File: config.mk
export PLATFORM = sky130hd
export DESIGN_NAME = load_extract_flat
export DESIGN_NICKNAME = d
export VERILOG_FILES = /design/src/dmem_pkg.sv /design/src/dmem_req_if.sv /design/src/load_extract.sv /design/src/flat_wrapper.sv
export SDC_FILE = /design/constraint.sdc
export NUM_CORES = 1
export LEC_CHECK = 0
export ABC_CLOCK_PERIOD_IN_PS = 3980
export BUFFER_PORTS_ARGS = -buffer_cell sky130_fd_sc_hd__buf_2
export CAP_MARGIN = 20
export CORE_MARGIN = 3
export CORE_UTILIZATION = 44
export CTS_BUF_LIST = sky130_fd_sc_hd__clkbuf_4
export DETAILED_ROUTE_END_ITERATION = 12
export GPL_ROUTABILITY_DRIVEN = 0
export PLACE_DENSITY = 0.94
export SLEW_MARGIN = 20
export SYNTH_ARGS = -nofsm -noshare
export SYNTH_HDL_FRONTEND = slang
export SYNTH_SLANG_ARGS = --single-unit
File: constraint.sdc
create_clock -name clk -period 3.98 [get_ports clk]
set_input_delay 0.398 -clock clk [delete_from_list [all_inputs] [get_ports clk]]
set_output_delay 0.398 -clock clk [all_outputs]
set_load 0.1 [all_outputs]
File: src/dmem_pkg.sv
// shared definitions for the data memory subsystem.
// holds the load and store opcode enum, the response record,
// the word and lane constants and the opcode size and sign helpers.
package dmem_pkg;

    localparam int DATA_WIDTH   = 32;             // width of one memory word.
    localparam int BYTE_LANES   = DATA_WIDTH / 8; // byte lanes in one word.
    localparam int OP_STORE_BIT = 3;              // opcode bit that marks a store.

    // bit 3 marks a store, bit 2 marks an unsigned load, bits 1:0 give the size code.
    typedef enum logic [3:0] {
        LB  = 4'b0000,
        LH  = 4'b0001,
        LW  = 4'b0010,
        LBU = 4'b0100,
        LHU = 4'b0101,
        SB  = 4'b1000,
        SH  = 4'b1001,
        SW  = 4'b1010
    } mem_op_t;

    // one response as seen by the requester.
    typedef struct packed {
        logic                  valid;
        logic [DATA_WIDTH-1:0] data;
        logic                  err;
    } dmem_rsp_t;

    // number of bytes moved by an access.
    function automatic logic [2:0] op_size(mem_op_t op);
        case (op)
            LB, LBU, SB: return 3'd1;
            LH, LHU, SH: return 3'd2;
            default:     return 3'd4; // LW and SW move a whole word.
        endcase
    endfunction

    // only the signed byte and halfword loads extend the top bit.
    function automatic logic op_signed(mem_op_t op);
        return (op == LB) || (op == LH);
    endfunction

    function automatic logic op_is_store(mem_op_t op);
        return op[OP_STORE_BIT];
    endfunction

endpackage

File: src/dmem_req_if.sv
// one aligned memory access travelling from the aligner to the RAM and the
// load extractor, with source, RAM sink and response tag modports.
`timescale 1ns/1ps

interface dmem_req_if
    import dmem_pkg::*;
#(
    parameter int ADDR_WIDTH = 8
);

    logic                  valid;    // an access is being performed this cycle.
    mem_op_t               op;       // opcode of the access.
    logic [ADDR_WIDTH-1:0] waddr;    // word address into the RAM.
    logic                  we;       // gated write enable, already checked for alignment.
    logic [BYTE_LANES-1:0] wmask;    // byte lanes touched by the access.
    logic [DATA_WIDTH-1:0] wdata;    // store data placed in its lanes.
    logic [1:0]            offset;   // byte offset within the word.
    logic                  misalign; // the address does not fit the access size.

    // the aligner drives every field.
    modport source (output valid, op, waddr, we, wmask, wdata, offset, misalign);

    // the RAM only needs what moves data in and out of the array.
    modport sink (input waddr, we, wmask, wdata);

    // the load extractor keeps the fields that shape the response.
    modport tag (input valid, op, offset, misalign);

endinterface

File: src/load_extract.sv
// response stage behind the RAM.
// registers the access tag, then selects the addressed bytes of the RAM
// word, extends them by the opcode sign rule and flags misaligned accesses.
`timescale 1ns/1ps

module load_extract
    import dmem_pkg::*;
(
    input  logic                  clk,
    input  logic                  rst,
    dmem_req_if.tag               tag,
    input  logic [DATA_WIDTH-1:0] rdata,    // RAM word for the registered access.
    output logic                  rsp_valid,
    output logic [DATA_WIDTH-1:0] rsp_data,
    output logic                  rsp_err
);

    logic                  valid_q;    // an access was performed last cycle.
    mem_op_t               op_q;
    logic [1:0]            offset_q;
    logic                  misalign_q;
    logic [DATA_WIDTH-1:0] shifted;    // addressed bytes moved down to lane 0.
    logic [DATA_WIDTH-1:0] extended;   // load value after sign or zero extension.
    dmem_rsp_t             rsp;

    always_ff @(posedge clk) begin
        if (rst) begin
            valid_q <= 1'b0;
        end else begin
            valid_q <= tag.valid;
        end
    end

    // the tag fields only matter while valid_q is set.
    always_ff @(posedge clk) begin
        op_q       <= tag.op;
        offset_q   <= tag.offset;
        misalign_q <= tag.misalign;
    end

    assign shifted = rdata >> {offset_q, 3'b000}; // eight bits per byte of offset.

    always_comb begin
        case (op_size(op_q))
            3'd1:    extended = {{24{op_signed(op_q) & shifted[7]}}, shifted[7:0]};
            3'd2:    extended = {{16{op_signed(op_q) & shifted[15]}}, shifted[15:0]};
            default: extended = shifted;
        endcase
    end

    always_comb begin
        rsp.valid = valid_q;
        rsp.err   = valid_q && misalign_q;
        // stores and errors answer with zero data.
        rsp.data  = (valid_q && !misalign_q && !op_is_store(op_q)) ? extended : '0;
    end

    assign rsp_valid = rsp.valid;
    assign rsp_data  = rsp.data;
    assign rsp_err   = rsp.err;

endmodule

File: src/flat_wrapper.sv
// flat-port wrapper written by rule: the top's interface ports become plain ports
module load_extract_flat import dmem_pkg::*;
  (clk, rst, rdata, rsp_valid, rsp_data, rsp_err, tag_valid, tag_op, tag_offset, tag_misalign);
  dmem_req_if tag_i ();
  input  logic clk;
  input  logic rst;
  input  logic [DATA_WIDTH-1:0] rdata;
  output logic rsp_valid;
  output logic [DATA_WIDTH-1:0] rsp_data;
  output logic rsp_err;
  input wire logic [$bits(tag_i.valid)-1:0] tag_valid;
  input wire logic [$bits(tag_i.op)-1:0] tag_op;
  input wire logic [$bits(tag_i.offset)-1:0] tag_offset;
  input wire logic [$bits(tag_i.misalign)-1:0] tag_misalign;
  assign tag_i.valid = tag_valid;
  assign tag_i.op = tag_op;
  assign tag_i.offset = tag_offset;
  assign tag_i.misalign = tag_misalign;
  load_extract u_core (.clk(clk), .rst(rst), .tag(tag_i), .rdata(rdata), .rsp_valid(rsp_valid), .rsp_data(rsp_data), .rsp_err(rsp_err));
endmodule
==> metrics.md <==
| Metric | Value |
|---|---|
| Status | completed |
| Die H | 53.0 µm |
| GRT Util Overall | 0.236 |
| Final WL | 3200 µm |
| Post-CTS Setup Repair Bufs | 0 |
| Power per cell area | 195 mW/mm² |
| CTS tree | built |
| Worst-margin pin slew | 835 ps |
| M3 GR Usage | 0.0451 |
| Effective utilization at floorplan | 0.481 |
| Layout cells sized above 1 | 0.436 |
| Die ar. | 0.00281 mm² |
| Vias | 1224 |
| Switch Pwr | 0.000106 W |
| Row count | 16 |
| Share of power burned in registers | 0.339 |
| Required @ worst endpoint | 3580 ps |
| PostCTS Resize Cnt | 0 |
| Routing usage on met1 | 0.256 |
| Worst min-delay path class | in2reg |
| Hold-fix buffers at CTS | 0 |
| Clk network pwr share | 0.212 |
| Critical path class | reg2out |
| First-pass GRT wire length | 5010 µm |
| Layout filler cell count | 197 |
| VDD IR-drop max | 0.000229 V |
| Cells along the critical path | mux4_2 -> and4_4 -> a31o_4 -> a21o_1 -> buf_2 |
| Setup-failing EPs final | 0 |
| DIE WIDTH | 53.0 µm |
| Crit path DAT | 2680 ps |
| Iter 0 DRT Violations | 15 |
| Syn Area/Cell | 7.79 µm² |
| DRC | 0 |
| Antenna diodes | 0 |
| Startpoint types | flop |
| Number of vias per cell | 5.51 |
| Clock root buffer | clkbuf_4 |
| Pint | 0.000160 W |
| Detailed-router iteration count before antenna repair | 4 |
| Layout Nets | 241 |
| Post-DP HPWL | 2620 µm |
| Power, Total | 0.000267 W |
| Worst-path clk slew | 50 ps |
| Final core occ | 0.677 |
| Max cap viols | 0 |
| RSZ-0062 raised after global routing | false |
| Drt wl/cell | 14.4 µm |
| Min cycle time layout | 3080 ps |
| Slew Limit Fails | 0 |
| Sw Ratio | 0.399 |
| Crit share post-route | 0.773 |
| TritonCTS buffer count | 3 |
| Ports | 76 |
| Grt total ovfl | 0 |
| GR peak layer | met2 |
| Antenna violations before repair | 0 |
| Synth warnings | 0 |
| Static Leak | 0.789 nW |
| Slew margin rel. | 0.443 |
| Multi-input logic area | 762 µm² |
| Core Area | 0.00202 mm² |
| Clk sinks | 8 |
| Buffers on Ports | 75 |
| Hold slack | 254 ps |
| Synthesis-to-layout area growth | 40.6% |
| FF+latch count, synth | 8 |
| Worst hold stages | 1 |
| Hold Fails Final Rpt | 0 |
| Synth Cell Area | 973 µm² |
| Comb pwr share | 0.448 |
| Slowest cell on the critical path | dfxtp_1 |
| Syn nets | 169 |
| CP endpoint kind | primary output |
| GR Util met2 | 0.444 |
| Routed Antenna Nets | 0 |
| Sequential area share after synthesis | 0.165 |
| Clock Tree Buf Depth | 2 |
| Vias in the first global route | 1181 |
| Synth Instances | 125 |
| H-Tree Depth | 1 |
| Max Freq | 0.325 GHz |
| Max stage delay on crit path | 860 ps |
| Distinct cells, synth | 28 |
| Sequential cell area | 160 µm² |
| Largest net degree at the start of global routing | 34 |
| Worst-path fanout max | 25 |
## final cells by class
class | count | share of cell area
Timing Repair Buffer | 76 | 0.280
Tap cell | 27 | 0.0247
Clock buffer | 3 | 0.0165
Multi-Input combinational cell | 106 | 0.557
Sequential cell | 8 | 0.117
Inverter | 2 | 0.00548
## power groups by stage
stage,clock (W),combinational [W],sequential (W)
CTS,0.0000601,0.000119,0.0000904
global route,0.0000667,0.000129,0.0000916
floorplan,0,0.0000830,0.0000920
global placement,0,0.000116,0.0000916
finish,0.0000566,0.000119,0.0000905
detailed placement,0,0.000119,0.0000919
## state kept, by name, summed over array words and instances, names as in the netlist
signal / cells
u_core.op_q: 4
u_core.offset_q: 2
u_core.misalign_q: 1
u_core.rsp_valid: 1
## cell usage in the layout (no fill, tap or decap), drive strengths merged
| cell type | Yosys | routed |
|---|---|---|
| inv | 2 | 2 |
| nor3 | 1 | 1 |
| ha | 2 | 2 |
| a31oi | 1 | 1 |
| a21o | 8 | 8 |
| o2bb2ai | 1 | 1 |
| o21ai | 15 | 15 |
| a211oi | 14 | 14 |
| nor2 | 9 | 9 |
| a31o | 1 | 1 |
| dfxtp | 8 | 8 |
| nand2 | 2 | 2 |
| nand3b | 1 | 1 |
| nand4b | 1 | 1 |
| clkbuf | 5 | 3 |
| nor2b | 10 | 10 |
| and2 | 11 | 11 |
| buf | 4 | 76 |
| or2 | 1 | 1 |
| mux2i | 16 | 16 |
| and4 | 1 | 1 |
| mux4 | 1 | 1 |
| nor3b | 1 | 1 |
| a21oi | 9 | 9 |
## per-layer routing
layer,vias up,share of wire
li1,602,-
met1,550,0.37
met2,70,0.51
met3,2,0.12
met4,0,0.0044
met5,-,0
## metrics by stage
stage	area, µm²	TNS, ps	cells	setup WS [ps]
finish	1370	0	222	904
global route	1370	0	222	753
CTS	1370	0	222	922
detailed placement	1350	0	219	1190
global placement	1350	0	219	1270
floorplan	973	-263	125	-131
## path summary, 6_finish.rpt
path              to                from  slack [ps]
max     rsp_data[31]  u_core.offset_q[1]         900
min   u_core.op_q[2]           tag_op[2]         250
## cell usage after synthesis (all sizes together)
cell type   n  area share
a31o        1       0.018
nor2        9       0.037
a21oi       9       0.046
dfxtp       8        0.16
a21o        8       0.062
clkbuf      5       0.019
nand4b      1      0.0090
mux4        1       0.023
a211oi     14        0.11
o2bb2ai     1      0.0090
nor2b      10       0.064
nand3b      1      0.0077
nor3b       1      0.0077
or2         1      0.0064
and4        1       0.012
buf         4       0.026
o21ai      15       0.077
nor3        1      0.0051
ha          2       0.026
a31oi       1       0.022
and2       11       0.071
inv         2      0.0077
mux2i      16        0.16
nand2       2      0.0077
## cell families (layout without fill, tap and decap cells)
kind of cell | count (synthesis) | after routing | share of synthesized area
AOI/OAI and AO/OA | 49 | 49 | 0.342
and+or+nand+nor | 38 | 38 | 0.228
muxes | 17 | 17 | 0.188
buffers and inverters | 11 | 81 | 0.0527
DFF | 8 | 8 | 0.165
adders and majority gates | 2 | 2 | 0.0257
## critical path: cells and delay by family (launching register included)
kind,cells,cell delay [ps]
compound gates,2,410
buf+inv,1,290
flops,1,860
mux,1,640
simple gates,1,230
No activity file was read; power rests on OpenSTA's default activity.
