--- config.mk ---
export PLATFORM = sky130hd
export DESIGN_NAME = req_queue
export DESIGN_NICKNAME = d
export VERILOG_FILES = /design/src/dmem_pkg.sv /design/src/req_queue.sv
export SDC_FILE = /design/constraint.sdc
export NUM_CORES = 1
export LEC_CHECK = 0
export ABC_AREA = 1
export BUFFER_PORTS_ARGS = -buffer_cell sky130_fd_sc_hd__clkbuf_2
export CELL_PAD_IN_SITES_DETAIL_PLACEMENT = 0
export CELL_PAD_IN_SITES_GLOBAL_PLACEMENT = 1
export CORE_UTILIZATION = 51
export DETAILED_ROUTE_END_ITERATION = 7
export PLACE_DENSITY = 0.92
export SLEW_MARGIN = 20
export SYNTH_ARGS = -nofsm -noshare
export SYNTH_HDL_FRONTEND = slang
export SYNTH_SLANG_ARGS = --single-unit
--- constraint.sdc ---
create_clock -name clk -period 3 [get_ports clk]
set_input_delay 0.45 -clock clk [delete_from_list [all_inputs] [get_ports clk]]
set_output_delay 0.45 -clock clk [all_outputs]
set_load 0.02 [all_outputs]
--- src/dmem_pkg.sv ---
// shared definitions for the data memory subsystem.
// holds the load and store opcode enum, the response record,
// the word and lane constants and the opcode size and sign helpers.
package dmem_pkg;

    localparam int DATA_WIDTH   = 32;             // width of one memory word.
    localparam int BYTE_LANES   = DATA_WIDTH / 8; // byte lanes in one word.
    localparam int OP_STORE_BIT = 3;              // opcode bit that marks a store.

    // bit 3 marks a store, bit 2 marks an unsigned load, bits 1:0 give the size code.
    typedef enum logic [3:0] {
        LB  = 4'b0000,
        LH  = 4'b0001,
        LW  = 4'b0010,
        LBU = 4'b0100,
        LHU = 4'b0101,
        SB  = 4'b1000,
        SH  = 4'b1001,
        SW  = 4'b1010
    } mem_op_t;

    // one response as seen by the requester.
    typedef struct packed {
        logic                  valid;
        logic [DATA_WIDTH-1:0] data;
        logic                  err;
    } dmem_rsp_t;

    // number of bytes moved by an access.
    function automatic logic [2:0] op_size(mem_op_t op);
        case (op)
            LB, LBU, SB: return 3'd1;
            LH, LHU, SH: return 3'd2;
            default:     return 3'd4; // LW and SW move a whole word.
        endcase
    endfunction

    // only the signed byte and halfword loads extend the top bit.
    function automatic logic op_signed(mem_op_t op);
        return (op == LB) || (op == LH);
    endfunction

    function automatic logic op_is_store(mem_op_t op);
        return op[OP_STORE_BIT];
    endfunction

endpackage

--- src/req_queue.sv ---
// circular request buffer between the requester and the RAM pipeline.
// the head entry leaves on every cycle the buffer is occupied, and each
// departure hands one credit back to the requester.
`timescale 1ns/1ps

module req_queue
    import dmem_pkg::*;
#(
    parameter int QUEUE_DEPTH = 4,
    parameter int ADDR_WIDTH  = 8
) (
    input  logic                  clk,
    input  logic                  rst,
    input  logic                  push,          // requester hands over one request.
    input  mem_op_t               push_op,
    input  logic [ADDR_WIDTH+1:0] push_addr,     // byte address.
    input  logic [DATA_WIDTH-1:0] push_wdata,
    output logic                  pop_valid,     // head entry is presented and taken.
    output mem_op_t               pop_op,
    output logic [ADDR_WIDTH+1:0] pop_addr,
    output logic [DATA_WIDTH-1:0] pop_wdata,
    output logic                  credit_return  // one pulse per popped entry.
);

    localparam int PTR_W = (QUEUE_DEPTH > 1) ? $clog2(QUEUE_DEPTH) : 1;
    localparam int CNT_W = $clog2(QUEUE_DEPTH + 1);

    mem_op_t               op_q   [QUEUE_DEPTH]; // entry storage, one slot per credit.
    logic [ADDR_WIDTH+1:0] addr_q [QUEUE_DEPTH];
    logic [DATA_WIDTH-1:0] data_q [QUEUE_DEPTH];

    logic [PTR_W-1:0] wr_ptr; // next free slot.
    logic [PTR_W-1:0] rd_ptr; // current head slot.
    logic [CNT_W-1:0] count;  // entries held.

    // pointers wrap at the depth, which need not be a power of two.
    function automatic logic [PTR_W-1:0] next_ptr(logic [PTR_W-1:0] ptr);
        return (ptr == PTR_W'(QUEUE_DEPTH - 1)) ? '0 : ptr + 1'b1;
    endfunction

    assign pop_valid     = (count != '0);  // never stalls, so occupied means popping.
    assign pop_op        = op_q[rd_ptr];
    assign pop_addr      = addr_q[rd_ptr];
    assign pop_wdata     = data_q[rd_ptr];
    assign credit_return = pop_valid;      // the credit goes back in the cycle of the pop.

    always_ff @(posedge clk) begin
        if (push) begin
            op_q[wr_ptr]   <= push_op;
            addr_q[wr_ptr] <= push_addr;
            data_q[wr_ptr] <= push_wdata;
        end
    end

    always_ff @(posedge clk) begin
        if (rst) begin
            wr_ptr <= '0;
            rd_ptr <= '0;
            count  <= '0;
        end else begin
            if (push) wr_ptr <= next_ptr(wr_ptr);
            if (pop_valid) rd_ptr <= next_ptr(rd_ptr);
            // a push and a pop in the same cycle leave the count unchanged.
            case ({push, pop_valid})
                2'b10:   count <= count + 1'b1;
                2'b01:   count <= count - 1'b1;
                default: count <= count;
            endcase
        end
    end

endmodule

==> impl_metrics.csv, run 1 <==
group,metric,value,unit
sta,grt_setup_unrepaired,"no",
run_status,run_status,"complete, no violations",
drt,ant_nets,0,
logic_synthesis,ys_seq_elements,193,
sta,tightestPinTransition,881,ps
global_route,busiest_layer,"met2",
setup_path,crit_path_cell_trace,"clkinv_1 > buf_4 > o21ai_1 > o22ai_1 > clkbuf_2",
setup_path,cp-end-kind,"primary output",
floorplanning,start_util,52.3,%
sta,clock.fmax,362,MHz
final_layout,drive_gt1_share,24.0,%
sta,fin_crit_sh,92.1,%
setup_path,critPathArrivalTime,2310,ps
drt,drt_iter0_drc,342,
global_route,met2_usage,36.0,%
min_path,hold_class,"in2reg",
final_layout,final_cell_mix,"edfxtp_1 (184), nor2_1 (99), clkbuf_2 (96), o21ai_0 (63), o22ai_1 (46)",
cts,clock_path_buffers,2,
sta,whs,203,ps
logic_synthesis,syn_nets,562,
drt,vias,4402,
global_route,grtUsageMet3,5.95,%
setup_path,crit_path_start_kind,"flip-flop",
job,drv_cap,0,
floorplanning,die_h,122,um
setup_path,cp_top_family,"buffers and inverters",
logic_synthesis,synth_cell_types,19,
global_route,grt_pass1_wl,22.6,mm
setup_path,slowest_delay,680,ps
logic_synthesis,synth-seq-area-share,78.3,%
final_layout,fillers,1030,
setup_path,crit_required,2550,ps
final_layout,final_area,0.00851,mm2
cts,numCtsBuffers,17,
global_route,grt_overflow_total,0,
cts,cts_hold_buffers,0,
floorplanning,pin_count,97,
setup_path,path_class,"reg2out",
drt,first_pass_iters,5,
power,total_power,0.00796,W
floorplanning,die-width,122,um
sta,drv_slew,0,
sta,relSlewSlack,40.9,%
cts,cts_post_setup_buffers_inserted,0,
floorplanning,die_area,0.0148,mm2
cts,cts_root_buffer,"clkbuf_16",
setup_path,cp_slowest_cell,"clkinv_1",
sta,finalHoldViolCount,0,
power,power.leakage,3.07,nW
final_layout,syn2layout_area_growth,16.8,%
global_route,grt_usage,21.2,%
setup_path,cp.buffers_inverters,3,
logic_synthesis,synth.cell_area,0.00729,mm2
sta,finalSetupViolations,0,
cts,insertion_delay,420,ps
drt,drcViolationCount,0,
placed_design,dp_hpwl,9.09,mm
sta,finalSetupTns,0,ps
drt,avgViaCountPerCell,5.52,
final_layout,final_common_cell,"edfxtp_1",
final_layout,multi_input_area,0.00131,mm2
logic_synthesis,avgSynthCellArea,14.4,um2
cts,cts_tree,"built",
final_layout,regArea,0.00571,mm2
logic_synthesis,postSynthCellCount,506,
placed_design,gp_congestion,0.744,
cts,htreeDepth,4,
sta,period_minus_slack,2760,ps
setup_path,cp_max_fo,30,
sta,fin_skew,6.75,ps
cts,clock_sinks,193,
global_route,met1_usage,26.3,%
cts,post_cts_resized,0,
global_route,grt_pass1_vias,4314,
power,p_per_area,935,mW/mm2
placed_design,io_buffers,96,
floorplanning,core,0.0139,mm2
power,ir_worst_vdd,0.000483,V
cts,cts.clk_slew.worst_paths,70,ps
final_layout,final_nets,660,
global_route,antenna_found_initial,0,
drt,wl,14.8,mm
drt,wl_per_cell,18.5,um
placed_design,place_area,0.00790,mm2
global_route,grt_max_degree,55,
floorplanning,rows,43,
logic_synthesis,ys_warn_count,0,
==> power by group <==
group	internal [W]	total, W	switching [W]	leakage [nW]
combinational	0.000737	0.00252	0.00179	1.01
clock	0.00133	0.00229	0.000958	0.294
sequential	0.00311	0.00315	0.0000464	1.77
total	0.00517	0.00796	0.00279	3.07
==> worst register-to-register path, cell delays in order, from the launching register on <==
cell     delay, ps
dfxtp_1        350
inv_1           90
ha_1           140
nand2_1         60
inv_2          380
buf_4          480
==> cell usage after synthesis <==
cell type | instances | area (um2)
a21oi_1 | 4 | 20.0
buf_2 | 7 | 35.0
buf_4 | 2 | 15.0
buf_6 | 10 | 113
clkbuf_1 | 11 | 41.3
dfxtp_1 | 9 | 180
edfxtp_1 | 184 | 5530
fa_1 | 1 | 20.0
ha_1 | 6 | 75.1
inv_1 | 16 | 60.1
inv_2 | 2 | 7.51
nand2_1 | 8 | 30.0
nand3_1 | 2 | 10.0
nand4_1 | 1 | 6.26
nor2_1 | 99 | 372
nor3_1 | 1 | 5.00
o21ai_0 | 63 | 315
o21ai_1 | 34 | 170
o22ai_1 | 46 | 288
==> sequential cells by signal, summed over array words and instances (netlist names), named ones only <==
name    count
addr_q     40
count       3
data_q    128
op_q       16
rd_ptr      2
wr_ptr      2
==> through the flow <==
step                cells  utilization, %  worst slack [ps]
global placement      765            56.7               761
CTS                   797            61.1               208
global route          797            61.1              46.6
floorplan             506               -              1110
finish                798            61.1               237
detailed placement    765            56.7               689
==> layer usage <==
layer / wire [um] / share of wire (%)
met5: 0 / 0
met4: 165 / 1.1
met3: 826 / 5.6
met2: 7660 / 52
met1: 6120 / 41
==> final timing paths <==
check	slack, ps	end	start	cells past startpoint
worst max-delay path	240	pop_wdata[15]	flip-flop	5
worst min-delay path	200	wr_ptr[0]	rst	2
worst max register to register	1150	data_q[2][30]	wr_ptr[0]	5
worst min register to register	540	count[0]	count[0]	2
==> cells by family after synthesis <==
family / synth area share (%)
compound gates: 10.9
fa+ha+maj: 1.30
buf+inv: 3.73
simple gates: 5.80
flops: 78.3
==> cell type report <==
class	count	area share (%)
antenna	1	0.0294
clock buffer	18	5.04
clock inverter	14	2.10
inverter	18	0.794
multi-input combinational	265	15.4
sequential	193	67.0
tap	180	2.65
timing repair buffer	109	6.94
No activity file was read; power rests on OpenSTA's default activity.
==> inputs of run 2 (changes only) <==
--- a/config.mk
+++ b/config.mk
@@ -9,6 +9,7 @@
 export BUFFER_PORTS_ARGS = -buffer_cell sky130_fd_sc_hd__clkbuf_2
 export CELL_PAD_IN_SITES_DETAIL_PLACEMENT = 0
 export CELL_PAD_IN_SITES_GLOBAL_PLACEMENT = 1
+export CORE_MARGIN = 3
 export CORE_UTILIZATION = 51
 export DETAILED_ROUTE_END_ITERATION = 7
 export PLACE_DENSITY = 0.92
==> run 2 against run 1 <==
  * Clock power fell by 6%
  * Critical path depth fell by 1
  * Global-route usage fell by 1.8 points
==> impl_metrics.csv, run 2 (synthesis gave the netlist of run 1 again) <==
group,metric,value,unit
job,drv_cap,0,
floorplanning,rows,43,
final_layout,final_nets,659,
power,p_per_area,918,mW/mm2
run_status,run_status,"complete, no violations",
drt,first_pass_iters,4,
final_layout,drive_gt1_share,23.9,%
setup_path,critPathArrivalTime,2260,ps
drt,avgViaCountPerCell,5.53,
setup_path,cp-end-kind,"primary output",
min_path,min_from,"rst",
placed_design,gp_congestion,0.701,
min_path,hold_class,"in2reg",
cts,cts_tree,"built",
final_layout,antenna_cells,0,
final_layout,syn2layout_area_growth,16.5,%
sta,period_minus_slack,2710,ps
final_layout,final_cell_mix,"edfxtp_1 (184), nor2_1 (99), clkbuf_2 (96), o21ai_0 (63), o22ai_1 (46)",
sta,layout_setup_ws,292,ps
min_path,holdPathStages,2,
setup_path,rr_worst_depth,5,
final_layout,final_common_cell,"edfxtp_1",
sta,finalSetupTns,0,ps
cts,cts_root_buffer,"clkbuf_16",
floorplanning,start_util,52.3,%
setup_path,r2r_setup_slack,1270,ps
setup_path,cp_max_fo,92,
final_layout,largest-register,"data_q",
global_route,grt_pass1_wl,23.5,mm
placed_design,io_buffers,96,
setup_path,cp_slowest_cell,"buf_4",
sta,fin_skew,12.9,ps
floorplanning,die_area,0.0158,mm2
setup_path,cp_num_cells,4,
placed_design,dp_hpwl,8.83,mm
setup_path,crit_required,2550,ps
cts,cts.clk_slew.worst_paths,70,ps
sta,grt_setup_unrepaired,"no",
setup_path,path_class,"reg2out",
floorplanning,die_h,126,um
cts,clock_path_buffers,2,
sta,clock.fmax,369,MHz
sta,relSlewSlack,40.6,%
min_path,min_to,"wr_ptr[0]",
drt,wl,14.7,mm
sta,finalHoldViolCount,0,
drt,drt_iter0_drc,382,
power,ir_worst_vdd,0.000625,V
floorplanning,die-width,126,um
setup_path,slowest_delay,700,ps
sta,drv_slew,0,
global_route,antenna_found_initial,0,
cts,htreeDepth,4,
floorplanning,pin_count,97,
power,power.leakage,3.05,nW
sta,fin_crit_sh,90.3,%
setup_path,crit_path_cell_trace,"buf_4 > o21ai_0 > o22ai_1 > clkbuf_2",
drt,ant_nets,0,
setup_path,r2r_start,"wr_ptr[1]",
sta,tightestPinTransition,891,ps
sta,whs,187,ps
floorplanning,core,0.0139,mm2
drt,drcViolationCount,0,
global_route,grt_max_degree,93,
cts,insertion_delay,430,ps
global_route,grt_overflow_total,0,
global_route,grt_pass1_vias,4738,
drt,vias,4402,
final_layout,largest_reg_flops,128,
setup_path,crit_path_start_kind,"flip-flop",
cts,numCtsBuffers,17,
placed_design,place_ws,745,ps
global_route,grt_usage,19.4,%
setup_path,cp_top_family,"buffers and inverters",
sta,finalSetupViolations,0,
cts,cts_post_setup_buffers_inserted,0,
cts,cts_hold_buffers,0,
final_layout,reg.largest.list,"data_q (128), addr_q (40), op_q (16)",
cts,clock_sinks,193,
setup_path,cp.buffers_inverters,2,
cts,post_cts_resized,0,
setup_path,rr_endpoint,"addr_q[1][2]",
drt,wl_per_cell,18.4,um
==> run 2: cell types whose count changed in the layout (fill, tap and decap cells not counted) <==
cell and change:
buf_12 +2, inv_6 -1, diode_2 -1, inv_1 +1, clkinv_2 -1, bufinv_16 -2, inv_8 +2, clkbuf_1 -1
buf_4 -3, clkinv_4 +2
==> run 2: final cells by class <==
type	count	area [um2]
Fill cell	1047	5440
Clock buffer	17	425
Tap cell	180	225
Multi-Input combinational cell	265	1310
Inverter	18	67.6
Sequential cell	193	5710
Timing Repair Buffer	108	608
Clock inverter	15	149
==> run 2: how the worst max path moves through the flow <==
stage                               end  slack (ps)
final                       pop_addr[1]         290
after global routing      pop_wdata[12]         190
after CTS                   pop_addr[1]         280
after detailed placement    pop_addr[1]         750
after global placement      pop_addr[1]         850
after floorplan            addr_q[3][0]        1110
==> run 2: layer usage <==
layer	track usage [%]	vias up	share of wire, %
li1	-	2086	-
met1	22.8	2163	40
met2	33.4	135	52
met3	6.75	18	6.3
met4	6.76	0	1.5
met5	0	-	0
==> run 2: through the flow <==
stage          cell area [um2]  instances  power, W  utilization (%)
6_report                  8490        796   0.00780             61.0
5_1_grt                   8490        796   0.00824             61.0
4_1_cts                   8490        796   0.00786             61.0
3_5_place_dp              7920        764   0.00572             56.8
3_3_place_gp              7920        764   0.00564             56.8
2_1_floorplan             7290        506   0.00501                -
==> run 2: where the power goes <==
group	switching, W	internal, W
registers	0.0000909	0.00310
clock network	0.000987	0.00117
logic	0.00172	0.000727
total	0.00280	0.00500
