<file path="src/dmem_pkg.sv">
// shared definitions for the data memory subsystem.
// holds the load and store opcode enum, the response record,
// the word and lane constants and the opcode size and sign helpers.
package dmem_pkg;

    localparam int DATA_WIDTH   = 32;             // width of one memory word.
    localparam int BYTE_LANES   = DATA_WIDTH / 8; // byte lanes in one word.
    localparam int OP_STORE_BIT = 3;              // opcode bit that marks a store.

    // bit 3 marks a store, bit 2 marks an unsigned load, bits 1:0 give the size code.
    typedef enum logic [3:0] {
        LB  = 4'b0000,
        LH  = 4'b0001,
        LW  = 4'b0010,
        LBU = 4'b0100,
        LHU = 4'b0101,
        SB  = 4'b1000,
        SH  = 4'b1001,
        SW  = 4'b1010
    } mem_op_t;

    // one response as seen by the requester.
    typedef struct packed {
        logic                  valid;
        logic [DATA_WIDTH-1:0] data;
        logic                  err;
    } dmem_rsp_t;

    // number of bytes moved by an access.
    function automatic logic [2:0] op_size(mem_op_t op);
        case (op)
            LB, LBU, SB: return 3'd1;
            LH, LHU, SH: return 3'd2;
            default:     return 3'd4; // LW and SW move a whole word.
        endcase
    endfunction

    // only the signed byte and halfword loads extend the top bit.
    function automatic logic op_signed(mem_op_t op);
        return (op == LB) || (op == LH);
    endfunction

    function automatic logic op_is_store(mem_op_t op);
        return op[OP_STORE_BIT];
    endfunction

endpackage

</file>
<file path="src/dmem_req_if.sv">
// one aligned memory access travelling from the aligner to the RAM and the
// load extractor, with source, RAM sink and response tag modports.
`timescale 1ns/1ps

interface dmem_req_if
    import dmem_pkg::*;
#(
    parameter int ADDR_WIDTH = 8
);

    logic                  valid;    // an access is being performed this cycle.
    mem_op_t               op;       // opcode of the access.
    logic [ADDR_WIDTH-1:0] waddr;    // word address into the RAM.
    logic                  we;       // gated write enable, already checked for alignment.
    logic [BYTE_LANES-1:0] wmask;    // byte lanes touched by the access.
    logic [DATA_WIDTH-1:0] wdata;    // store data placed in its lanes.
    logic [1:0]            offset;   // byte offset within the word.
    logic                  misalign; // the address does not fit the access size.

    // the aligner drives every field.
    modport source (output valid, op, waddr, we, wmask, wdata, offset, misalign);

    // the RAM only needs what moves data in and out of the array.
    modport sink (input waddr, we, wmask, wdata);

    // the load extractor keeps the fields that shape the response.
    modport tag (input valid, op, offset, misalign);

endinterface

</file>
<file path="src/access_align.sv">
// combinational decode of a popped request into one RAM access.
// checks natural alignment, builds the byte mask, places store data in
// its lanes and forms the word address and the gated write enable.
`timescale 1ns/1ps

module access_align
    import dmem_pkg::*;
#(
    parameter int ADDR_WIDTH = 8
) (
    input  logic                  pop_valid,
    input  mem_op_t               pop_op,
    input  logic [ADDR_WIDTH+1:0] pop_addr,  // byte address.
    input  logic [DATA_WIDTH-1:0] pop_wdata,
    dmem_req_if.source            acc
);

    logic [1:0] offset;    // byte within the word.
    logic [2:0] size;      // bytes moved by this opcode.
    logic       misalign;

    assign offset = pop_addr[1:0];
    assign size   = op_size(pop_op);

    // halfwords need an even address and words a multiple of four.
    always_comb begin
        case (size)
            3'd2:    misalign = offset[0];
            3'd4:    misalign = (offset != 2'b00);
            default: misalign = 1'b0; // a byte fits anywhere.
        endcase
    end

    always_comb begin
        case (size)
            3'd1: begin
                acc.wmask = 4'b0001 << offset;         // a single lane.
                acc.wdata = {4{pop_wdata[7:0]}};       // the byte sits in every lane.
            end
            3'd2: begin
                acc.wmask = 4'b0011 << offset;         // lanes 1:0 or 3:2.
                acc.wdata = {2{pop_wdata[15:0]}};      // copy the halfword into both halves.
            end
            default: begin
                acc.wmask = 4'b1111;
                acc.wdata = pop_wdata;
            end
        endcase
    end

    assign acc.valid    = pop_valid;
    assign acc.op       = pop_op;
    assign acc.waddr    = pop_addr[ADDR_WIDTH+1:2]; // drop the byte offset.
    assign acc.offset   = offset;
    assign acc.misalign = misalign;

    // the only place where writes are qualified.
    assign acc.we = pop_valid && op_is_store(pop_op) && !misalign;

endmodule

</file>
<file path="src/flat_wrapper.sv">
// flat-port wrapper written by rule: the top's interface ports become plain ports
module access_align_flat import dmem_pkg::*;
#(
    parameter int ADDR_WIDTH = 8
)
  (pop_valid, pop_op, pop_addr, pop_wdata, acc_valid, acc_op, acc_waddr, acc_we, acc_wmask, acc_wdata, acc_offset, acc_misalign);
  dmem_req_if #(.ADDR_WIDTH(ADDR_WIDTH)) acc_i ();
  input  logic pop_valid;
  input  mem_op_t pop_op;
  input  logic [ADDR_WIDTH+1:0] pop_addr;
  input  logic [DATA_WIDTH-1:0] pop_wdata;
  output wire logic [$bits(acc_i.valid)-1:0] acc_valid;
  output wire logic [$bits(acc_i.op)-1:0] acc_op;
  output wire logic [$bits(acc_i.waddr)-1:0] acc_waddr;
  output wire logic [$bits(acc_i.we)-1:0] acc_we;
  output wire logic [$bits(acc_i.wmask)-1:0] acc_wmask;
  output wire logic [$bits(acc_i.wdata)-1:0] acc_wdata;
  output wire logic [$bits(acc_i.offset)-1:0] acc_offset;
  output wire logic [$bits(acc_i.misalign)-1:0] acc_misalign;
  assign acc_valid = acc_i.valid;
  assign acc_op = acc_i.op;
  assign acc_waddr = acc_i.waddr;
  assign acc_we = acc_i.we;
  assign acc_wmask = acc_i.wmask;
  assign acc_wdata = acc_i.wdata;
  assign acc_offset = acc_i.offset;
  assign acc_misalign = acc_i.misalign;
  access_align #(.ADDR_WIDTH(ADDR_WIDTH)) u_core (.pop_valid(pop_valid), .pop_op(pop_op), .pop_addr(pop_addr), .pop_wdata(pop_wdata), .acc(acc_i));
endmodule
</file>
<file path="config.mk">
export PLATFORM = sky130hd
export DESIGN_NAME = access_align_flat
export DESIGN_NICKNAME = d
export VERILOG_FILES = /design/src/dmem_pkg.sv /design/src/dmem_req_if.sv /design/src/access_align.sv /design/src/flat_wrapper.sv
export SDC_FILE = /design/constraint.sdc
export NUM_CORES = 1
export LEC_CHECK = 0
export ABC_AREA = 1
export BUFFER_PORTS_ARGS = -buffer_cell sky130_fd_sc_hd__clkbuf_2
export CAP_MARGIN = 20
export CORE_UTILIZATION = 23
export DETAILED_ROUTE_END_ITERATION = 10
export PLACE_DENSITY = 0.66
export SYNTH_ARGS = -nofsm -noshare
export SYNTH_HDL_FRONTEND = slang
export SYNTH_SLANG_ARGS = --single-unit
</file>
<file path="constraint.sdc">
create_clock -name vclk -period 2.4
set_input_delay 0.24 -clock vclk [all_inputs]
set_output_delay 0.24 -clock vclk [all_outputs]
set_load 0.1 [all_outputs]
</file>
==> impl.org, run 1 <==
** Drt
- WL/cell :: 9.842 µm
- Remaining routing DRC violations :: 0
- Iteration-0 DRC Markers :: 32
- The pre-antenna-repair detailed-routing pass consisted of 4 iterations.
- After detailed routing, the number of vias per cell comes to 4.265.
- Summed over all layers, the routed wires come to 2.303 mm.
- The count of nets left with antenna violations once routing finished came out at 0.
- Overall via count from detail_route :: 998

** Power and ir drop
- The analysis attributes to cell leakage a power of 0.7830 nW.
- VDD IR-drop max :: between 0.2 and 0.25 mV
- Power per cell area :: roughly 610 mW/mm²

** CTS
- After clock tree synthesis, the setup repair step added 0 buffers.
- After clock tree synthesis, the flow added hold-fix buffers numbering 0.
- The number of gates resized after CTS was 0.

** STA
- Share of the cycle needed by the critical path after routing :: 89.20%
- Slew at the pin closest to its max-slew limit :: roughly 0.54 ns
- The smallest clock period supported by the final layout is computed as 2.141 ns.
- Slew headroom :: between 60% and 70%
- Setup violations remaining at the end of the flow were counted as 0.
- Setup slack on the critical path of the routed design comes to 0.2591 ns.
- Max-slew violation total from the final report :: 0
- Setup repair after global routing missed its margin :: false
- The hold violation total from the final report came to 0.
- Highest attainable clock frequency :: 467.1 MHz

** Global routing
- Total routing resource utilization after global routing :: roughly 13%
- Grt met3 use :: 0.8929%
- Number of global-route vias before repair :: between 800 and 900
- met2 is the most crowded layer.
- Met1 layer usage reported by global route :: 15.35%
- Antenna violations before repair :: 0
- Met2 usage in global routing :: 25.78%
- Wire length of the first global-routing pass :: 3.581 mm
- Largest net degree at the start of global routing :: 20
- The total overflow left after global routing is 0.

** Critical path
- Of all nets on the critical path, the largest fanout is 18.
- Critical path arrival :: ~1.9 ns
- Slowest stage delay, CP :: 0.44 ns
- In this design, the critical path's most frequently occurring cell is nand2_1.
- STA classifies the critical path startpoint as an input port.
- STA puts the critical path data required time at 2.16 ns.
- Traced cell by cell, the critical path runs through clkbuf_2 > nand2_1 > nand2_1 > nor2_1 > inv_1 > ha_1 > buf_4 > nand2_1 > o21ai_1 > buf_12.
- Worst path slowest cell :: ha_1
- CP endpoint kind :: output port
- The worst setup path is of the in2out kind.

** Floorplanning
- 100 I/O pins were placed.
- Die Width :: 58.17 µm
- Row cnt :: 20
- Measured along the y axis, the die boundary spans 58.17 µm.
- Area of the core :: approximately 0.003 mm²
- The die covers 0.003384 mm².
- Initial Util :: 23.97%

** Synth
- Mapped Cells :: 131
- Top cells by area in the synthesized netlist :: buf_4 (27%), nand2_1 (25%), nand3_1 (12%), nand3_2 (9.7%), o21ai_0 (7.6%)
- Counting every net in the synthesized netlist gives 181.
- The mapped netlist covers 725.7 µm².
- After synthesis, flip-flops and latches occupy 0% of the total area.
- During synthesis, Yosys emitted a total of 0 warnings.
- Post-synthesis cell type with the largest combined area :: buf_4
- Distinct cell type count after synthesis :: 14
- Mapped Avg Cell Area :: 5.540 µm²
- Share of the synthesized area in the top cell type :: approximately 27%

** Worst hold path
- The worst hold path passes through 0 cells.
- Hold Crit Class :: in2out
- The path with the worst hold slack has its endpoint at acc_waddr[7].
- Startpoint of the lowest-slack hold path :: pop_addr[9]

** Layout
- In the layout the commonest cells are clkbuf_2 (56), nand2_1 (48), buf_12 (28), nand3_1 (17).
- Final #Nets :: 242
- The sequential cells in the finished layout cover a total of 0 µm².
- From synthesis to final layout, the design area changed by 100.9%.
- Clock Buffer Count :: 0
- Most common cell after layout, fill and taps aside :: clkbuf_2
- There are 0 flip-flops and latches.
- Cells fill 48.14% of the core in the end.
- Fraction of final layout cells with drive strength greater than 1 :: a little under three fifths
- The number of antenna diodes in the final layout is 0.

** Outcome
- Run status :: completed

** Place
- Detailed placement ended at an HPWL of 2.051 mm.
- Input and output buffers added on the ports amount to 84.
- Before CTS, the worst setup slack after placement is 0.2373 ns.
- Placer's final routability congestion estimate :: 0.7443

** Run
- The tool flagged a number of max-cap violations equal to 0.
cell families (layout without fill, tap and decap cells):
logic type      Yosys count  after routing  share of synthesized area, %
compound gates           12             12                         8.275
fa+ha+maj                 3              3                         5.173
buf+inv                  37             96                         35.35
simple gates             79             79                         51.21
where the power goes:
part	total, mW	internal, mW	leakage [nW]	switching (mW)
Combinational	0.892	0.260	0.783	0.632
Clock	0	0	0	0
Sequential	0	0	0	0
Total	0.892	0.260	0.783	0.632
how the worst max path moves through the flow:
stage	startpoint	end	slack [ns]	cells after the start
after floorplan	pop_op[3]	acc_wmask[1]	-0.71	6
after global placement	pop_op[3]	acc_wdata[16]	0.30	10
after detailed placement	pop_op[3]	acc_wdata[25]	0.24	10
after CTS	pop_op[3]	acc_wdata[25]	0.24	10
after global routing	pop_op[3]	acc_wdata[16]	0.06	10
final	pop_op[3]	acc_wdata[16]	0.26	10
cells in the mapped netlist:
cell type  count
nor2_4         1
nor2_2         1
inv_6          1
buf_6          2
buf_4         26
a21oi_1        1
inv_2          1
inv_1          7
o21ai_0       11
ha_1           3
nor2_1         5
nand2_1       48
nand3_1       17
nand3_2        7
per-stage QoR:
step                      hold slack [ns]  power, mW  instance area (µm²)  cells  TNS (ns)
after floorplan                    0.6915     0.6827                757.0    131    -1.771
after global placement             0.4807     0.8940                 1458    234         0
after detailed placement           0.4807     0.8978                 1458    234         0
final                              0.4800     0.8923                 1458    234         0
after global routing               0.4801     0.9230                 1458    234         0
after CTS                          0.4807     0.8985                 1458    234         0
area by class of cell:
type,instances,area (µm²)
Fill cell,317,1570
Timing Repair Buffer,87,863.3
Multi-Input combinational cell,94,500.5
Tap cell,44,55.05
Inverter,9,38.79
per-layer routing:
metal,vias up,routed length (µm)
li1,522,-
met1,434,868
met2,38,1284
met3,4,134
met4,0,16
met5,-,0
worst max-delay path: cells and delay by family:
family | cells | cell delay, ns
buf+inv | 4 | 0.68
fa+ha+maj | 1 | 0.44
simple gates | 4 | 0.40
compound gates | 1 | 0.14
No activity file was read; power rests on OpenSTA's default activity.
==> inputs of run 2 (changes only) <==
- CELL_PAD_IN_SITES_DETAIL_PLACEMENT: default -> 1
- CELL_PAD_IN_SITES_GLOBAL_PLACEMENT: default -> 1
- CORE_UTILIZATION: 23 -> 19
- PLACE_DENSITY: 0.66 -> 0.91
==> impl.org, run 2 (same netlist as run 1, synthesis figures left out) <==
** Outcome
- Run status: completed (unchanged).

** CTS
- Setup fix buffers added after clock tree synthesis :: 0 (unchanged)
- The quantity of gates resized following cts is 0 (unchanged).
- The post-cts hold buffer count came to 0 (unchanged).

** Floorplanning
- Top-Level Pins :: 100 (unchanged)
- Die height :: 63.80 µm (was 58.17 µm)
- Row cnt :: 22 (was 20)
- The core area came to 0.003661 mm² (was 0.003028 mm²).
- The area of the die is 0.004070 mm² (was 0.003384 mm²).
- Initial Util :: 19.82% (was 23.97%)
- The width of the chip came to 63.80 µm (was 58.17 µm).

** Layout
- Sequential cell count of the final layout :: 0 (unchanged)
- The most common library cell in the layout ignoring fill and taps is clkbuf_2 (unchanged).
- The register area was 0 µm² (unchanged).
- Clock Buffer Count :: 0 (unchanged)
- Final #Nets :: 242 (unchanged)
- Non-filler instance count after layout :: 238 (was 234)
- The share of cells above drive strength 1 was 56.32% (unchanged).
- Top library cells by usage in the layout, fill and taps aside: clkbuf_2 (56), nand2_1 (48), buf_12 (28), nand3_1 (17) (unchanged).
- The antenna diode instance count was 0 (unchanged).
- The growth of design area from synthesis to finish was 101.6% (was 100.9%).

** Critical path
- The type of the worst setup path is in2out (unchanged).
- Maximum net fanout on the critical path :: 22 (was 18)
- The data arrival time at the worst-slack endpoint came to 1.92 ns (was 1.90 ns).
- Critical path startpoint category :: input port (unchanged)
- The data required time of the worst path came to 2.16 ns (about the same).
- The element type at the critical path end is an output port (unchanged).

** Drt
- Highest routing layer actually used :: met4 (unchanged)
- Iteration-0 DRC Markers :: 46 (was 32)
- DR pass1 iterations :: 3 (was 4)
- Overall via count from detail_route :: 1043 (was 998)
- The remaining design rule violation count is 0 (unchanged).
- Met2 WL post-DR :: 1.588 mm (was 1.284 mm)
- The wire length after detailed routing is 2.795 mm (was 2.303 mm).
- The detailed-route wire length on metal 1 came to 1.036 mm (was 868 µm).
- The via count normalized by instance count was 4.382 (was 4.265).
- Total met3 wirelength after detailed routing :: 142 µm (was 134 µm)
- Antenna violation net count after detailed routing :: 0 (unchanged)
- The mean routed wirelength per cell was 11.74 µm (was 9.842 µm).

** Place
- The number of buffer cells added on primary ports is 84 (unchanged).
- The number of placed instances, taps included was 238 (was 234).
- Placer's final routability congestion estimate :: 0.6603 (was 0.7443)
- The sum of net half-perimeters after detailed placement came to 2.442 mm (was 2.051 mm).

** Global routing
- The initial antenna violation count is 0 (unchanged).
- The wire length of the first global-routing pass is 4.560 mm (was 3.581 mm).
- The global-route congestion overflow total came to 0 (unchanged).
- Total routing resource utilization after global routing :: 13.40% (was 12.94%)
- The number of global-route vias before repair is 1083 (was 856).
- The maximum number of pins on one net before global-route repair is 23 (was 20).

** Run
- The max capacitance violation total is 0 (unchanged).

** Power and ir drop
- The areal power density over the cells is 613.1 mW/mm² (was 612.1 mW/mm²).
- Part of the total power dissipated in the clock network :: 0% (about the same)
- The cell-internal power was 0.2587 mW (was 0.2599 mW).
- The static leakage came to 0.7836 nW (was 0.7830 nW).
- The switching power total was 0.6380 mW (was 0.6324 mW).
- Switching Share :: 71.15% (was 70.87%)
- Sequential group share of total power :: 0% (about the same)
- Part of the total power dissipated in combinational logic :: 100.0% (about the same)
- The maximum ir drop on the vdd rail came to 0.2437 mV (was 0.2318 mV).

** STA
- Slew at the pin closest to its max-slew limit :: 0.5478 ns (was 0.5437 ns)
- The minimum clock period is 2.157 ns (was 2.141 ns).
- The number of max-slew violations in the final report is 0 (unchanged).
- The remaining max-slew budget at the tightest pin came to 63.44% (was 63.90%).
- Hold Vio Cnt, Final :: 0 (unchanged)
- The highest achievable clock rate is 463.6 MHz (was 467.1 MHz).
- Setup repair after global routing missed its margin :: false (unchanged)
- The final clock period utilization by the worst path came to 89.88% (was 89.20%).
- Endpoints failing setup :: 0 (unchanged)
- The setup TNS after final layout is 0 ns (unchanged).

** Worst hold path
- Hold Crit Class :: in2out (unchanged)
[run 2: cell type report]
class | count | area (µm²)
fillers | 454 | 2198
repair buffers | 87 | 863.3
multi-input cells | 94 | 500.5
well taps | 48 | 60.06
inverters | 9 | 38.79
[run 2: per-layer routing]
metal | vias to the layer above | GRT usage [%]
met1 | 481 | 14.85
met4 | 0 | 1.420
met2 | 39 | 27.53
met5 | - | 0
met3 | 2 | 1.250
li1 | 521 | -
[run 2: final timing paths]
path        start             to  cells past startpoint
max     pop_op[3]  acc_wdata[16]                     10
min   pop_addr[3]   acc_waddr[1]                      0
[run 2: stage by stage]
stage	instance area, µm²	power, mW	utilization [%]	worst slack, ns	hold slack (ns)
final	1463	0.8967	39.95	0.2429	0.4800
after floorplan	757.0	0.6827	-	-0.7115	0.6915
after global routing	1463	0.9257	39.95	0.04575	0.4801
after detailed placement	1463	0.9037	39.95	0.2244	0.4807
after global placement	1463	0.8932	39.95	0.3136	0.4807
after CTS	1463	0.9044	39.95	0.2242	0.4807
[run 2: power by group through the flow]
| stage | clock network [mW] | registers [mW] | logic (mW) |
|---|---|---|---|
| 4_1_cts | 0 | 0 | 0.904 |
| 6_report | 0 | 0 | 0.897 |
| 3_3_place_gp | 0 | 0 | 0.893 |
| 2_1_floorplan | 0 | 0 | 0.683 |
| 3_5_place_dp | 0 | 0 | 0.904 |
| 5_1_grt | 0 | 0 | 0.926 |
[run 2: critical path, cell delays in order]
cell and delay, ns:
clkbuf_2 0.10, nand2_1 0.07, nand2_1 0.06, nor2_1 0.13, inv_1 0.08, ha_1 0.49, buf_4 0.32, nand2_1 0.07
o21ai_1 0.14, buf_12 0.21
==> inputs of run 3 (changes only) <==
- CORE_UTILIZATION: 19 -> 18
- PLACE_DENSITY: 0.91 -> 0.87
- clock period: 2.4 -> 2.2 ns (I/O delays scaled with it)
==> impl.org, run 3 (same netlist as run 1, synthesis figures left out) <==
** Outcome
- Run status: completed (unchanged).

** Floorplanning
- The die boundary height came to 65.50 µm (was 63.80 µm).
- The number of top-level pins came to 100 (unchanged).
- The standard-cell row count came to 22 (unchanged).
- The starting utilization of the core area was 19.24% (was 19.82%).
- The width of the chip was 65.50 µm (was 63.80 µm).
- The core area is 0.003771 mm² (was 0.003661 mm²).
- Die area :: 0.004290 mm² (was 0.004070 mm²)

** Place
- The number of placed instances, taps included was 239 (was 238).
- Placer's final routability congestion estimate :: 0.6782 (was 0.6603)
- Placed wire-length estimate after detailed placement :: 2.671 mm (was 2.442 mm)
- The post-place setup slack is 0.1793 ns (was 0.2244 ns).
- Total placed instance area :: 0.001546 mm² (was 0.001463 mm²)
- Count of input and output buffers :: 84 (unchanged)

** STA
- Slew headroom :: 61.84% (was 63.44%)
- In the finished design, the share of the clock period the worst path needs comes to 90.44%.
- Fin Hold WS :: 0.4400 ns (was 0.4800 ns)
- Based on the critical path, the design can be clocked at up to 502.6 MHz.
- The smallest clock period supported by the final layout is computed as 1.990 ns.
- Endpoints failing setup :: 0 (unchanged)
- The setup TNS after final layout is 0 ns (unchanged).
- Setup repair after global routing missed its margin: false (unchanged).
- The slew of the pin with the lowest slew margin was 0.5718 ns (was 0.5478 ns).
- The worst setup margin is 0.2103 ns (was 0.2429 ns).
- Hold Vio Cnt, Final :: 0 (unchanged)
- The number of max-slew violations in the final report was 0 (unchanged).

** Global routing
- Largest net degree at the start of global routing :: 20 (was 23)
- Total routing resource utilization after global routing :: 13.66% (was 13.40%)
- The number of global-route vias before repair is 1096 (was 1083).
- The wire length of the first global-routing pass is 4.712 mm (was 4.560 mm).
- The global-route congestion overflow total came to 0 (unchanged).
- The initial antenna violation count came to 0 (unchanged).

** Critical path
- Crit path required time :: 1.98 ns (was 2.16 ns)
- The type of the worst setup path is in2out (unchanged).
- The element type at the critical path end was an output port (unchanged).
- Beginning of the critical path :: pop_op[3] (unchanged)
- Critical path arrival :: 1.77 ns (was 1.92 ns)
- Maximum net fanout on the critical path :: 8 (was 22)
- The sort of element at the start of the critical path is an input port (unchanged).

** CTS
- Setup fix buffers added after clock tree synthesis :: 0 (unchanged)
- Hold-fix buffers, CTS :: 0 (unchanged)
- Post-CTS resize count :: 0 (unchanged)

** Layout
- Top library cells by usage in the layout, fill and taps aside :: clkbuf_2 (54), nand2_1 (48), buf_12 (30), nand3_2 (14) (was clkbuf_2 (56), nand2_1 (48), buf_12 (28), nand3_1 (17))
- The count of flip-flops and latches was 0 (unchanged).
- The growth of design area from synthesis to finish is 113.1% (was 101.6%).
- The utilization after layout came to 41.01% (was 39.95%).
- Final #Nets :: 243 (was 242)
- Non-filler instance count after layout :: 239 (was 238)
- The final instance area came to 0.001546 mm² (was 0.001463 mm²).
- Fraction of final layout cells with drive strength greater than 1 :: 61.78% (was 56.32%)
- The register area was 0 µm² (unchanged).
- The antenna diode instance count came to 0 (unchanged).
- The layout clock buffer count was 0 (unchanged).
- The most common library cell in the layout ignoring fill and taps is clkbuf_2 (unchanged).

** Drt
- The antenna violation net count after detailed routing was 0 (unchanged).
- Remaining routing DRC violations :: 0 (unchanged)
- Iteration-0 DRC Markers :: 38 (was 46)
- The first-pass detailed-route iteration total was 4 (was 3).
- Overall via count from detail_route :: 1043 (unchanged)
- The wire length after detailed routing came to 3.003 mm (was 2.795 mm).
- The mean routed wirelength per cell was 12.56 µm (was 11.74 µm).
- The via count normalized by instance count is 4.364 (was 4.382).

** Worst hold path
- Hold Crit Class :: in2out (unchanged)
- The startpoint of the worst hold path was pop_addr[3] (unchanged).

** Run
- The max capacitance violation total came to 0 (unchanged).

** Power and ir drop
- The total design power came to 1.006 mW (was 0.8967 mW).
- The static leakage is 0.8318 nW (was 0.7836 nW).
- The areal power density over the cells is 650.2 mW/mm² (was 613.1 mW/mm²).
- The maximum ir drop on the vdd rail was 0.2443 mV (was 0.2437 mV).
==> run 3: cell count changes in the layout (fill, tap and decap cells not counted), sizes merged <==
| cell | before | now |
|---|---|---|
| buf | 31 | 34 |
| clkbuf | 56 | 54 |
==> run 3: critical path, cell delays in order <==
cell and delay (ns):
clkbuf_2 0.10, nand2_1 0.06, nand2_1 0.06, nor2_1 0.12, inv_1 0.08, ha_1 0.39, nor2_4 0.26, nand2_1 0.13
nand3_1 0.15, buf_12 0.19
==> run 3: final timing paths <==
kind | to | depth (start not counted) | slack, ns
setup / recovery | acc_wdata[24] | 10 | 0.21
hold / removal | acc_waddr[1] | 0 | 0.44
==> run 3: routing by layer <==
layer	GRT usage, %	vias up	share of wire (%)
li1	-	517	-
met1	13.84	478	35
met2	29.64	48	57
met3	2.083	0	7.7
met4	0.2717	0	0
met5	0	-	0
==> run 3: cell type report <==
cell class / count / area [µm²]
Fill cell: 461 / 2225
Timing Repair Buffer: 88 / 900.9
Inverter: 9 / 38.79
Tap cell: 48 / 60.06
Multi-Input combinational cell: 94 / 546.8
==> run 3: power by group <==
| part | leakage, nW | internal, mW | switching [mW] |
|---|---|---|---|
| Sequential | 0 | 0 | 0 |
| Clock | 0 | 0 | 0 |
| Combinational | 0.832 | 0.300 | 0.705 |
